===== config.mk =====
export PLATFORM = sky130hd
export DESIGN_NAME = cart_loader_top
export DESIGN_NICKNAME = d
export VERILOG_FILES = /design/src/source/snes_loader_pkg.sv /design/src/source/backup_sequencer.sv /design/src/source/cart_loader_top.sv /design/src/source/cheat_code_assembler.sv /design/src/source/ram_clear.sv /design/src/source/rom_header_detect.sv
export VERILOG_INCLUDE_DIRS = /design/src /design/src/include
export SDC_FILE = /design/constraint.sdc
export NUM_CORES = 1
export LEC_CHECK = 0
export BUFFER_PORTS_ARGS = -buffer_cell sky130_fd_sc_hd__buf_2
export CAP_MARGIN = 0
export CORE_ASPECT_RATIO = 1.5
export CORE_MARGIN = 3
export CORE_UTILIZATION = 28
export CTS_BUF_LIST = sky130_fd_sc_hd__clkbuf_8
export CTS_CLUSTER_DIAMETER = 120
export DETAILED_ROUTE_END_ITERATION = 7
export REMOVE_ABC_BUFFERS = 1
export SLEW_MARGIN = 0
export SYNTH_ARGS = -nofsm -noshare
export SYNTH_HDL_FRONTEND = slang
export SYNTH_SLANG_ARGS = --single-unit

===== constraint.sdc =====
create_clock -name clk_sys -period 5.4 [get_ports clk_sys]
set_input_delay 0.81 -clock clk_sys [delete_from_list [all_inputs] [get_ports clk_sys]]
set_output_delay 0.81 -clock clk_sys [all_outputs]
set_load 0.1 [all_outputs]

===== src/include/snes_loader_config.svh =====
`ifndef SNES_LOADER_CONFIG_SVH
`define SNES_LOADER_CONFIG_SVH

// ================================================
// Widths
// ================================================

// Byte address of the download stream
`define SNES_DL_ADDR_BITS     25
// ROM and RAM address masks
`define SNES_MASK_BITS        24
// Work RAM depth, default clear sweep
`define SNES_WRAM_ADDR_BITS   17
// 512 bytes per backup block
`define SNES_BLOCK_ADDR_BITS  9

// ================================================
// Header locations
// ================================================

`define SNES_COPIER_HDR       'h200
`define SNES_LOROM_INFO       'h7FD6
`define SNES_HIROM_INFO       'hFFD6
`define SNES_EXHIROM_INFO     'h40FFD6

// Size code used when the header gives none
`define SNES_DEFAULT_ROM_SIZE 'hC
// Download index reserved for cheat codes
`define SNES_CODE_INDEX       'hFF

`endif


===== src/source/snes_loader_pkg.sv =====
package snes_loader_pkg;

	// ================================================
	// Menu selections
	// ================================================

	// ROM header handling, auto uses the copier header byte
	typedef enum logic [2:0] {
		HDR_AUTO    = 3'd0,
		HDR_NONE    = 3'd1,
		HDR_LOROM   = 3'd2,
		HDR_HIROM   = 3'd3,
		HDR_EXHIROM = 3'd4
	} header_mode_e;

	// Video region override
	typedef enum logic [1:0] {
		REGION_AUTO = 2'd0,
		REGION_NTSC = 2'd1,
		REGION_PAL  = 2'd2
	} region_mode_e;

	// Power-on work RAM contents
	typedef enum logic [1:0] {
		FILL_9966 = 2'd0,
		FILL_00FF = 2'd1,
		FILL_55   = 2'd2,
		FILL_FF   = 2'd3
	} fill_pattern_e;

	// ================================================
	// Backup RAM transfer FSM
	// ================================================

	typedef enum logic {
		BK_IDLE = 1'b0,
		BK_XFER = 1'b1
	} bk_state_e;

endpackage


===== src/source/backup_sequencer.sv =====
`timescale 1ns/1ps
`include "snes_loader_config.svh"

module backup_sequencer (
	input  logic                              clk_sys,
	input  logic                              RESET,
	input  logic                              cart_download,
	input  logic [`SNES_MASK_BITS-1:0]        ram_mask,
	input  logic                              img_mounted,
	input  logic                              img_readonly,
	input  logic [63:0]                       img_size,
	input  logic                              bk_load_req,
	input  logic                              bk_save_req,
	input  logic                              autosave,
	input  logic                              osd_open,
	input  logic                              bsram_wr,
	input  logic                              sd_ack,
	output logic [31:0]                       sd_lba,
	output logic                              sd_rd,
	output logic                              sd_wr,
	output logic                              bk_ena,
	output logic                              bk_loading,
	output logic                              bk_pending
);

	localparam int LBA_PAD = 32 - (`SNES_MASK_BITS - `SNES_BLOCK_ADDR_BITS);

	snes_loader_pkg::bk_state_e bk_state;

	logic        dl_prev;
	logic        dl_fall;
	logic        load_go;
	logic        save_go;
	logic        old_load;
	logic        old_save;
	logic        old_ack;
	logic        load_rise;
	logic        save_rise;
	logic        ack_rise;
	logic        ack_fall;
	logic [31:0] last_block;

	// ================================================
	// Enable and pending save
	// ================================================

	assign dl_fall = dl_prev & ~cart_download;

	always_ff @(posedge clk_sys) begin
		if (RESET) begin
			dl_prev <= 1'b0;
			bk_ena  <= 1'b0;
		end else begin
			dl_prev <= cart_download;
			if (!dl_prev && cart_download)
				bk_ena <= 1'b0;
			// Save image is mounted by the time the download ends
			if (cart_download && img_mounted && !img_readonly)
				bk_ena <= |ram_mask;
		end
	end

	// Game wrote backup RAM outside the menu
	always_ff @(posedge clk_sys) begin
		if (RESET)
			bk_pending <= 1'b0;
		else if (bk_ena && !osd_open && bsram_wr)
			bk_pending <= 1'b1;
		else if (bk_state == snes_loader_pkg::BK_XFER)
			bk_pending <= 1'b0;
	end

	// ================================================
	// Block transfer FSM
	// ================================================

	assign load_go    = bk_load_req & bk_ena;
	assign save_go    = (bk_save_req | (bk_pending & osd_open & autosave)) & bk_ena;
	assign load_rise  = load_go & ~old_load;
	assign save_rise  = save_go & ~old_save;
	assign ack_rise   = ~old_ack & sd_ack;
	assign ack_fall   = old_ack & ~sd_ack;
	assign last_block = {{LBA_PAD{1'b0}}, ram_mask[`SNES_MASK_BITS-1:`SNES_BLOCK_ADDR_BITS]};

	always_ff @(posedge clk_sys) begin
		if (RESET) begin
			old_load   <= 1'b0;
			old_save   <= 1'b0;
			old_ack    <= 1'b0;
			bk_state   <= snes_loader_pkg::BK_IDLE;
			bk_loading <= 1'b0;
			sd_lba     <= '0;
			sd_rd      <= 1'b0;
			sd_wr      <= 1'b0;
		end else begin
			old_load <= load_go;
			old_save <= save_go;
			old_ack  <= sd_ack;

			// Host has taken the request
			if (ack_rise) begin
				sd_rd <= 1'b0;
				sd_wr <= 1'b0;
			end

			if (bk_state == snes_loader_pkg::BK_IDLE) begin
				if (load_rise || save_rise || (dl_fall && |img_size && bk_ena)) begin
					// Auto load after download counts as a load
					bk_state   <= snes_loader_pkg::BK_XFER;
					bk_loading <= load_rise || !save_rise;
					sd_lba     <= '0;
					sd_rd      <= load_rise || !save_rise;
					sd_wr      <= !load_rise && save_rise;
				end
			end else if (ack_fall) begin
				if (sd_lba >= last_block) begin
					bk_state   <= snes_loader_pkg::BK_IDLE;
					bk_loading <= 1'b0;
				end else begin
					sd_lba <= sd_lba + 1'b1;
					sd_rd  <= bk_loading;
					sd_wr  <= !bk_loading;
				end
			end
		end
	end

	a_rd_wr_exclusive: assert property (@(posedge clk_sys) disable iff (RESET)
		!(sd_rd && sd_wr));

	// No request outside a transfer
	a_req_in_xfer: assert property (@(posedge clk_sys) disable iff (RESET)
		(sd_rd || sd_wr) |-> bk_state == snes_loader_pkg::BK_XFER);

endmodule


===== src/source/cart_loader_top.sv =====
`timescale 1ns/1ps
`include "snes_loader_config.svh"

module cart_loader_top #(
	parameter int FILL_ADDR_BITS = `SNES_WRAM_ADDR_BITS
) (
	input  logic                              clk_sys,
	input  logic                              RESET,
	input  logic                              ioctl_download,
	input  logic [7:0]                        ioctl_index,
	input  logic                              ioctl_wr,
	input  logic [`SNES_DL_ADDR_BITS-1:0]     ioctl_addr,
	input  logic [15:0]                       ioctl_dout,
	input  snes_loader_pkg::header_mode_e     header_mode,
	input  snes_loader_pkg::region_mode_e     region_mode,
	input  snes_loader_pkg::fill_pattern_e    wram_pattern,
	input  logic                              user_reset,
	input  logic                              bk_load_req,
	input  logic                              bk_save_req,
	input  logic                              autosave,
	input  logic                              osd_open,
	input  logic                              img_mounted,
	input  logic                              img_readonly,
	input  logic [63:0]                       img_size,
	input  logic                              sd_ack,
	input  logic                              bsram_wr,
	output logic [7:0]                        rom_type,
	output logic [`SNES_MASK_BITS-1:0]        rom_mask,
	output logic [`SNES_MASK_BITS-1:0]        ram_mask,
	output logic                              pal,
	output logic [FILL_ADDR_BITS-1:0]         fill_addr,
	output logic [7:0]                        fill_data,
	output logic                              fill_we,
	output logic [127:0]                      gg_code,
	output logic                              gg_code_valid,
	output logic                              gg_reset,
	output logic [31:0]                       sd_lba,
	output logic                              sd_rd,
	output logic                              sd_wr,
	output logic                              bk_ena,
	output logic                              led_user,
	output logic                              core_reset_n
);

	logic code_download;
	logic cart_download;
	logic clearing;
	logic bk_loading;
	logic bk_pending;

	// ================================================
	// Download kind and core reset
	// ================================================

	assign code_download = ioctl_download & (ioctl_index == 8'(`SNES_CODE_INDEX));
	assign cart_download = ioctl_download & (ioctl_index != 8'(`SNES_CODE_INDEX));

	always_ff @(posedge clk_sys) begin
		if (RESET)
			core_reset_n <= 1'b0;
		else
			core_reset_n <= !(user_reset || cart_download || bk_loading || clearing);
	end

	assign fill_we  = clearing;
	// Lit while loading or while an autosave is owed
	assign led_user = cart_download | (autosave & bk_pending);

	rom_header_detect u_rom_header_detect (
		.clk_sys       (clk_sys),
		.RESET         (RESET),
		.cart_download (cart_download),
		.ioctl_wr      (ioctl_wr),
		.ioctl_addr    (ioctl_addr),
		.ioctl_dout    (ioctl_dout),
		.header_mode   (header_mode),
		.region_mode   (region_mode),
		.rom_type      (rom_type),
		.rom_mask      (rom_mask),
		.ram_mask      (ram_mask),
		.pal           (pal)
	);

	ram_clear #(
		.FILL_ADDR_BITS (FILL_ADDR_BITS)
	) u_ram_clear (
		.clk_sys       (clk_sys),
		.RESET         (RESET),
		.cart_download (cart_download),
		.pattern       (wram_pattern),
		.clearing      (clearing),
		.fill_addr     (fill_addr),
		.fill_data     (fill_data)
	);

	cheat_code_assembler u_cheat_code_assembler (
		.clk_sys       (clk_sys),
		.RESET         (RESET),
		.code_download (code_download),
		.cart_download (cart_download),
		.ioctl_wr      (ioctl_wr),
		.ioctl_addr    (ioctl_addr),
		.ioctl_dout    (ioctl_dout),
		.gg_code       (gg_code),
		.gg_code_valid (gg_code_valid),
		.gg_reset      (gg_reset)
	);

	backup_sequencer u_backup_sequencer (
		.clk_sys       (clk_sys),
		.RESET         (RESET),
		.cart_download (cart_download),
		.ram_mask      (ram_mask),
		.img_mounted   (img_mounted),
		.img_readonly  (img_readonly),
		.img_size      (img_size),
		.bk_load_req   (bk_load_req),
		.bk_save_req   (bk_save_req),
		.autosave      (autosave),
		.osd_open      (osd_open),
		.bsram_wr      (bsram_wr),
		.sd_ack        (sd_ack),
		.sd_lba        (sd_lba),
		.sd_rd         (sd_rd),
		.sd_wr         (sd_wr),
		.bk_ena        (bk_ena),
		.bk_loading    (bk_loading),
		.bk_pending    (bk_pending)
	);

endmodule


===== src/source/cheat_code_assembler.sv =====
`timescale 1ns/1ps
`include "snes_loader_config.svh"

module cheat_code_assembler (
	input  logic                              clk_sys,
	input  logic                              RESET,
	input  logic                              code_download,
	input  logic                              cart_download,
	input  logic                              ioctl_wr,
	input  logic [`SNES_DL_ADDR_BITS-1:0]     ioctl_addr,
	input  logic [15:0]                       ioctl_dout,
	output logic [127:0]                      gg_code,
	output logic                              gg_code_valid,
	output logic                              gg_reset
);

	logic code_wr;

	assign code_wr = code_download & ioctl_wr;

	// Record layout is flags, address, compare, replace
	// Each field arrives low word first
	always_ff @(posedge clk_sys) begin
		if (code_wr) begin
			case (ioctl_addr[3:0])
				4'd0:  gg_code[111:96]  <= ioctl_dout;
				4'd2:  gg_code[127:112] <= ioctl_dout;
				4'd4:  gg_code[79:64]   <= ioctl_dout;
				4'd6:  gg_code[95:80]   <= ioctl_dout;
				4'd8:  gg_code[47:32]   <= ioctl_dout;
				4'd10: gg_code[63:48]   <= ioctl_dout;
				4'd12: gg_code[15:0]    <= ioctl_dout;
				4'd14: gg_code[31:16]   <= ioctl_dout;
				default: ;
			endcase
		end
	end

	// Last word of a record clocks it into the core
	always_ff @(posedge clk_sys) begin
		if (RESET) begin
			gg_code_valid <= 1'b0;
			gg_reset      <= 1'b0;
		end else begin
			gg_code_valid <= code_wr && (ioctl_addr[3:0] == 4'd14);
			// New code list or new cartridge drops old codes
			gg_reset      <= (code_wr && ioctl_addr == '0) || cart_download;
		end
	end

endmodule


===== src/source/ram_clear.sv =====
`timescale 1ns/1ps
`include "snes_loader_config.svh"

module ram_clear #(
	parameter int FILL_ADDR_BITS = `SNES_WRAM_ADDR_BITS
) (
	input  logic                              clk_sys,
	input  logic                              RESET,
	input  logic                              cart_download,
	input  snes_loader_pkg::fill_pattern_e    pattern,
	output logic                              clearing,
	output logic [FILL_ADDR_BITS-1:0]         fill_addr,
	output logic [7:0]                        fill_data
);

	// Patterns look at bits up to 9
	localparam int PAT_BITS = (FILL_ADDR_BITS > 10) ? FILL_ADDR_BITS : 10;

	logic                dl_prev;
	logic [PAT_BITS-1:0] pat_addr;

	// ================================================
	// Address sweep
	// ================================================

	always_ff @(posedge clk_sys) begin
		if (RESET) begin
			dl_prev   <= 1'b0;
			clearing  <= 1'b0;
			fill_addr <= '0;
		end else begin
			dl_prev <= cart_download;
			if (clearing && (&fill_addr))
				clearing <= 1'b0;
			else if (!dl_prev && cart_download)
				clearing <= 1'b1;

			if (clearing)
				fill_addr <= fill_addr + 1'b1;
			else
				fill_addr <= '0;
		end
	end

	// Narrow memories see zeros in the upper bits
	assign pat_addr = PAT_BITS'(fill_addr);

	always_comb begin
		case (pattern)
			snes_loader_pkg::FILL_9966: fill_data = (pat_addr[8] ^ pat_addr[2]) ? 8'h66 : 8'h99;
			snes_loader_pkg::FILL_00FF: fill_data = (pat_addr[9] ^ pat_addr[0]) ? 8'hFF : 8'h00;
			snes_loader_pkg::FILL_55:   fill_data = 8'h55;
			default:                    fill_data = 8'hFF;
		endcase
	end

	// Sweep always restarts from the bottom
	a_addr_idle_zero: assert property (@(posedge clk_sys) disable iff (RESET)
		!clearing |-> fill_addr == '0);

endmodule


===== src/source/rom_header_detect.sv =====
`timescale 1ns/1ps
`include "snes_loader_config.svh"

module rom_header_detect (
	input  logic                              clk_sys,
	input  logic                              RESET,
	input  logic                              cart_download,
	input  logic                              ioctl_wr,
	input  logic [`SNES_DL_ADDR_BITS-1:0]     ioctl_addr,
	input  logic [15:0]                       ioctl_dout,
	input  snes_loader_pkg::header_mode_e     header_mode,
	input  snes_loader_pkg::region_mode_e     region_mode,
	output logic [7:0]                        rom_type,
	output logic [`SNES_MASK_BITS-1:0]        rom_mask,
	output logic [`SNES_MASK_BITS-1:0]        ram_mask,
	output logic                              pal
);

	// Info word locations in the stream, past the copier header
	localparam logic [`SNES_DL_ADDR_BITS-1:0] LOROM_INFO_ADDR =
		`SNES_LOROM_INFO + `SNES_COPIER_HDR;
	localparam logic [`SNES_DL_ADDR_BITS-1:0] HIROM_INFO_ADDR =
		`SNES_HIROM_INFO + `SNES_COPIER_HDR;
	localparam logic [`SNES_DL_ADDR_BITS-1:0] EXHIROM_INFO_ADDR =
		`SNES_EXHIROM_INFO + `SNES_COPIER_HDR;

	logic                          hdr_wr;
	logic                          info_valid;
	logic [`SNES_DL_ADDR_BITS-1:0] info_addr;
	logic [`SNES_DL_ADDR_BITS-1:0] ram_info_addr;
	logic [3:0]                    rom_size;
	logic [3:0]                    ram_size;
	logic                          rom_region;

	assign hdr_wr = cart_download & ioctl_wr;

	// Only the forced layouts look at the internal header
	always_comb begin
		info_valid = 1'b1;
		case (header_mode)
			snes_loader_pkg::HDR_LOROM:   info_addr = LOROM_INFO_ADDR;
			snes_loader_pkg::HDR_HIROM:   info_addr = HIROM_INFO_ADDR;
			snes_loader_pkg::HDR_EXHIROM: info_addr = EXHIROM_INFO_ADDR;
			default: begin
				info_valid = 1'b0;
				info_addr  = '0;
			end
		endcase
	end

	// RAM size byte sits one word above
	assign ram_info_addr = info_addr + 2'd2;

	// ================================================
	// Header capture
	// ================================================

	always_ff @(posedge clk_sys) begin
		if (RESET) begin
			rom_size   <= `SNES_DEFAULT_ROM_SIZE;
			ram_size   <= '0;
			rom_type   <= '0;
			rom_region <= 1'b0;
		end else if (hdr_wr) begin
			if (ioctl_addr == '0) begin
				rom_size <= `SNES_DEFAULT_ROM_SIZE;
				ram_size <= '0;
				// Copier header byte packs both sizes
				if (header_mode == snes_loader_pkg::HDR_AUTO && ioctl_dout[7:0] != 8'h00) begin
					{ram_size, rom_size} <= ioctl_dout[7:0];
				end
				case (header_mode)
					snes_loader_pkg::HDR_NONE:    rom_type <= 8'd0;
					snes_loader_pkg::HDR_LOROM:   rom_type <= 8'd0;
					snes_loader_pkg::HDR_HIROM:   rom_type <= 8'd1;
					snes_loader_pkg::HDR_EXHIROM: rom_type <= 8'd2;
					default:                      rom_type <= ioctl_dout[15:8];
				endcase
			end
			if (ioctl_addr == `SNES_DL_ADDR_BITS'(2)) begin
				rom_region <= ioctl_dout[8];
			end
			if (info_valid && ioctl_addr == info_addr) begin
				rom_size <= ioctl_dout[11:8];
			end
			if (info_valid && ioctl_addr == ram_info_addr) begin
				ram_size <= ioctl_dout[3:0];
			end
		end
	end

	assign rom_mask = (`SNES_MASK_BITS'(1024) << rom_size) - 1'b1;
	assign ram_mask = (ram_size != 4'd0) ? (`SNES_MASK_BITS'(1024) << ram_size) - 1'b1 : '0;

	// Region is held steady while a cartridge streams in
	always_ff @(posedge clk_sys) begin
		if (RESET) begin
			pal <= 1'b0;
		end else if (!cart_download) begin
			if (region_mode == snes_loader_pkg::REGION_AUTO)
				pal <= rom_region;
			else
				pal <= (region_mode == snes_loader_pkg::REGION_PAL);
		end
	end

endmodule


==> impl_metrics.toml <==
[setup_path]
setup.worst_path.end_class = "register"
cp.required_ns = 5.91
rr_worst_depth = 14
timing.rr.end = "u_backup_sequencer.sd_lba[11]"
timing.rr.start = "u_rom_header_detect.ram_size[1]"
r2r_slack_ns = 1.21
critPathLaunchType = "register"
critPathKind = "register to register"
cp_data_arrival_time_ns = 4.71
critPathMaxFanout = 36

[timing]
relSlewSlack = 0.2158
rsz0062_at_grt = "false"
maxSlewViolCount = 0
worst_clock_skew_ns = 0.01076
tns_ns = 0
worstMarginPinSlew_ns = 1.176
min_period_ns = 4.195
final.period_utilization = 0.7768
setup_ws_ns = 1.205
finalSetupViolCount = 0
max_freq_mhz = 238.4
hold_viol = 0

[pwr]
p_int_mw = 2.479
ir_drop_v = 0.0001776
p_sw_mw = 0.7796
swShare = 0.2392
combPwrFrac = 0.065
p_leak_nw = 4.939
p_per_area_nw_per_um2 = 278.9
pwr-share-clk = 0.415
seq_power_share = 0.520

[place]
dpl.hpwl_um = 21560
place_inst = 1503
io_buffers = 372
postPlaceCellArea_um2 = 11020
pre_cts_slack_ns = 1.225
place_congestion = 0.8455

[synthesis]
ys_warn_count = 0
avgSynthCellArea_um2 = 11.55
syn_inst = 767
synthFlopType = "edfxtp_1"
synth_most_common_cell = "edfxtp_1"
synth-edff-count = 128
ys_seq_elements = 209
yosysSeqAreaShare = 0.6171
syn-cell-area_um2 = 8856
synthTopCellsByCount = "128 x edfxtp_1, 81 x dfxtp_1, 57 x nand2_1, 57 x nor2_1, 36 x inv_1"
yosys.area.top_type = "edfxtp_1"
netlist_top_cells_area = "edfxtp_1 43%, dfxtp_1 18%, ha_1 2.8%"
ys_async_sr_fraction = 0
synth_top_area_share = 0.4340
synth_cell_type_count = 64

[hold_path]
hold_path_end = "u_rom_header_detect.rom_type[6]"
hold_start = "u_rom_header_detect.rom_type[6]"
min_path_cells = 2
min_path_type = "register to register"

[outcome]
status = "complete, no violations"

[floorplan]
start_util = 0.2844
die_x_um = 151.2
io_pins = 383
rows = 79
dieArea_um2 = 33840
coreArea_um2 = 31140
die_h_um = 223.8

[finish]
final_util = 0.3752
final_cell_count_no_fill = 1562
final_cell_area_um2 = 11680
area_growth_pct = 31.93
drive_gt1_frac = 0.3870
nNetsFinal = 1284

[cts]
root_buffer = "clkbuf_8"
htree_levels = 1
post_cts_buffers = 0
cts_tree = "yes"
hold_buffers = 0
numCtsBuffers = 31
clk_pin_slew_ns = 0.07
cts.repair.resized = 0
ctsLongestPathBuffers = 3
clk_latency_ns = 0.59
cts_sinks = 209

[routing]
drt_iter0_markers = 268
wl_per_cell_um = 18.01
wl_um = 28130
detail-route-antenna-nets = 0
via_count = 7412
first_pass_iters = 4
drc = 0
vias_per_cell = 4.745

[grt]
grt-ovfl-total = 0
grt_pass1_wl_um = 41210
grt_max_degree = 38
antenna_found_initial = 2
grt_use_total = 0.1586
grt_pass1_vias = 7148

[flow_run]
maxCapViolCount = 0
power groups by stage:
stage	logic, mW	registers, mW	clock network [mW]
finish	0.211	1.70	1.35
global route	0.226	1.69	1.48
CTS	0.213	1.70	1.41
detailed placement	0.213	1.73	0
global placement	0.211	1.73	0
floorplan	0.0960	1.75	0
critical path, stage by stage (launching register included):
cell and delay, ns:
dfxtp_1 0.39, or2_2 0.35, nor2_1 0.25, inv_1 0.12
ha_1 0.26, or4b_2 0.63, and2_1 0.17, ha_1 0.33
nand4_1 0.10, o22ai_1 0.08, o211ai_1 0.23, nand4b_1 0.12
buf_4 0.26, a2111oi_0 0.60, mux2i_1 0.24
cells by family (layout without fill, tap and decap cells):
family,after synthesis,after routing,share of synthesized area
and+or+nand+nor,291,291,0.1718
DFF,209,209,0.6171
AOI/OAI and AO/OA,130,130,0.1072
buffers and inverters,92,471,0.05058
adders and majority gates,20,20,0.02826
xor gates and xnor gates,18,18,0.01780
muxes,6,6,0.006782
other,1,12,0.0004234
flip-flops by register name (all words and copies together), names as in the netlist, 4 cells and up:
register,count
u_backup_sequencer.sd_lba,32
u_cheat_code_assembler.gg_code,128
u_ram_clear.fill_addr,17
u_rom_header_detect.ram_size,4
u_rom_header_detect.rom_size,4
u_rom_header_detect.rom_type,8
how the worst max path moves through the flow:
| stage | slack (ns) | from | end |
|---|---|---|---|
| global route | 0.86 | u_rom_header_detect.ram_size[3] | u_backup_sequencer.sd_lba[11] |
| detailed placement | 1.23 | u_rom_header_detect.ram_size[0] | u_backup_sequencer.sd_lba[11] |
| CTS | 1.20 | u_rom_header_detect.ram_size[1] | u_backup_sequencer.sd_lba[11] |
| finish | 1.21 | u_rom_header_detect.ram_size[1] | u_backup_sequencer.sd_lba[11] |
| floorplan | -5.50 | u_rom_header_detect.ram_size[3] | u_backup_sequencer.sd_lba[11] |
| global placement | 1.40 | u_rom_header_detect.ram_size[0] | u_backup_sequencer.sd_lba[11] |
metrics by stage:
stage | hold WS [ns] | power, mW
after detailed placement | 0.4429 | 1.943
after global routing | 0.4183 | 3.406
after global placement | 0.4377 | 1.941
final | 0.4512 | 3.259
after floorplan | 0.4527 | 1.842
after CTS | 0.3927 | 3.316
placed cells by master, fill, tap and decap left out, types with 22 or more instances in the layout:
cell type  Yosys  final
nand3_1       30     30
nor4_1        27     27
buf_2          7    372
dfxtp_1       81     81
inv_1         36     41
nand2_1       57     57
a21oi_1       35     35
nor2_1        57     51
clkbuf_8       0     31
nand4_1       22     22
edfxtp_1     128    128
layout make-up:
type                       instances  area [µm²]
tap                              405       506.7
fill                            3095       19450
sequential                       209        5465
clock buffer                      31       426.7
clock inverter                    26       229.0
multi-input combinational        475        3009
inverter                          36       135.1
timing repair buffer             378        1907
antenna                            2       5.005
per-layer routing:
metal | vias to the layer above | wire length [µm] | GRT usage
met5 | - | 0 | 0
met4 | 0 | 920 | 0.05972
met3 | 57 | 1975 | 0.02732
met2 | 330 | 15330 | 0.3045
met1 | 3480 | 9896 | 0.1688
li1 | 3545 | - | -
Note: power is estimated with default switching activity, not from simulation.
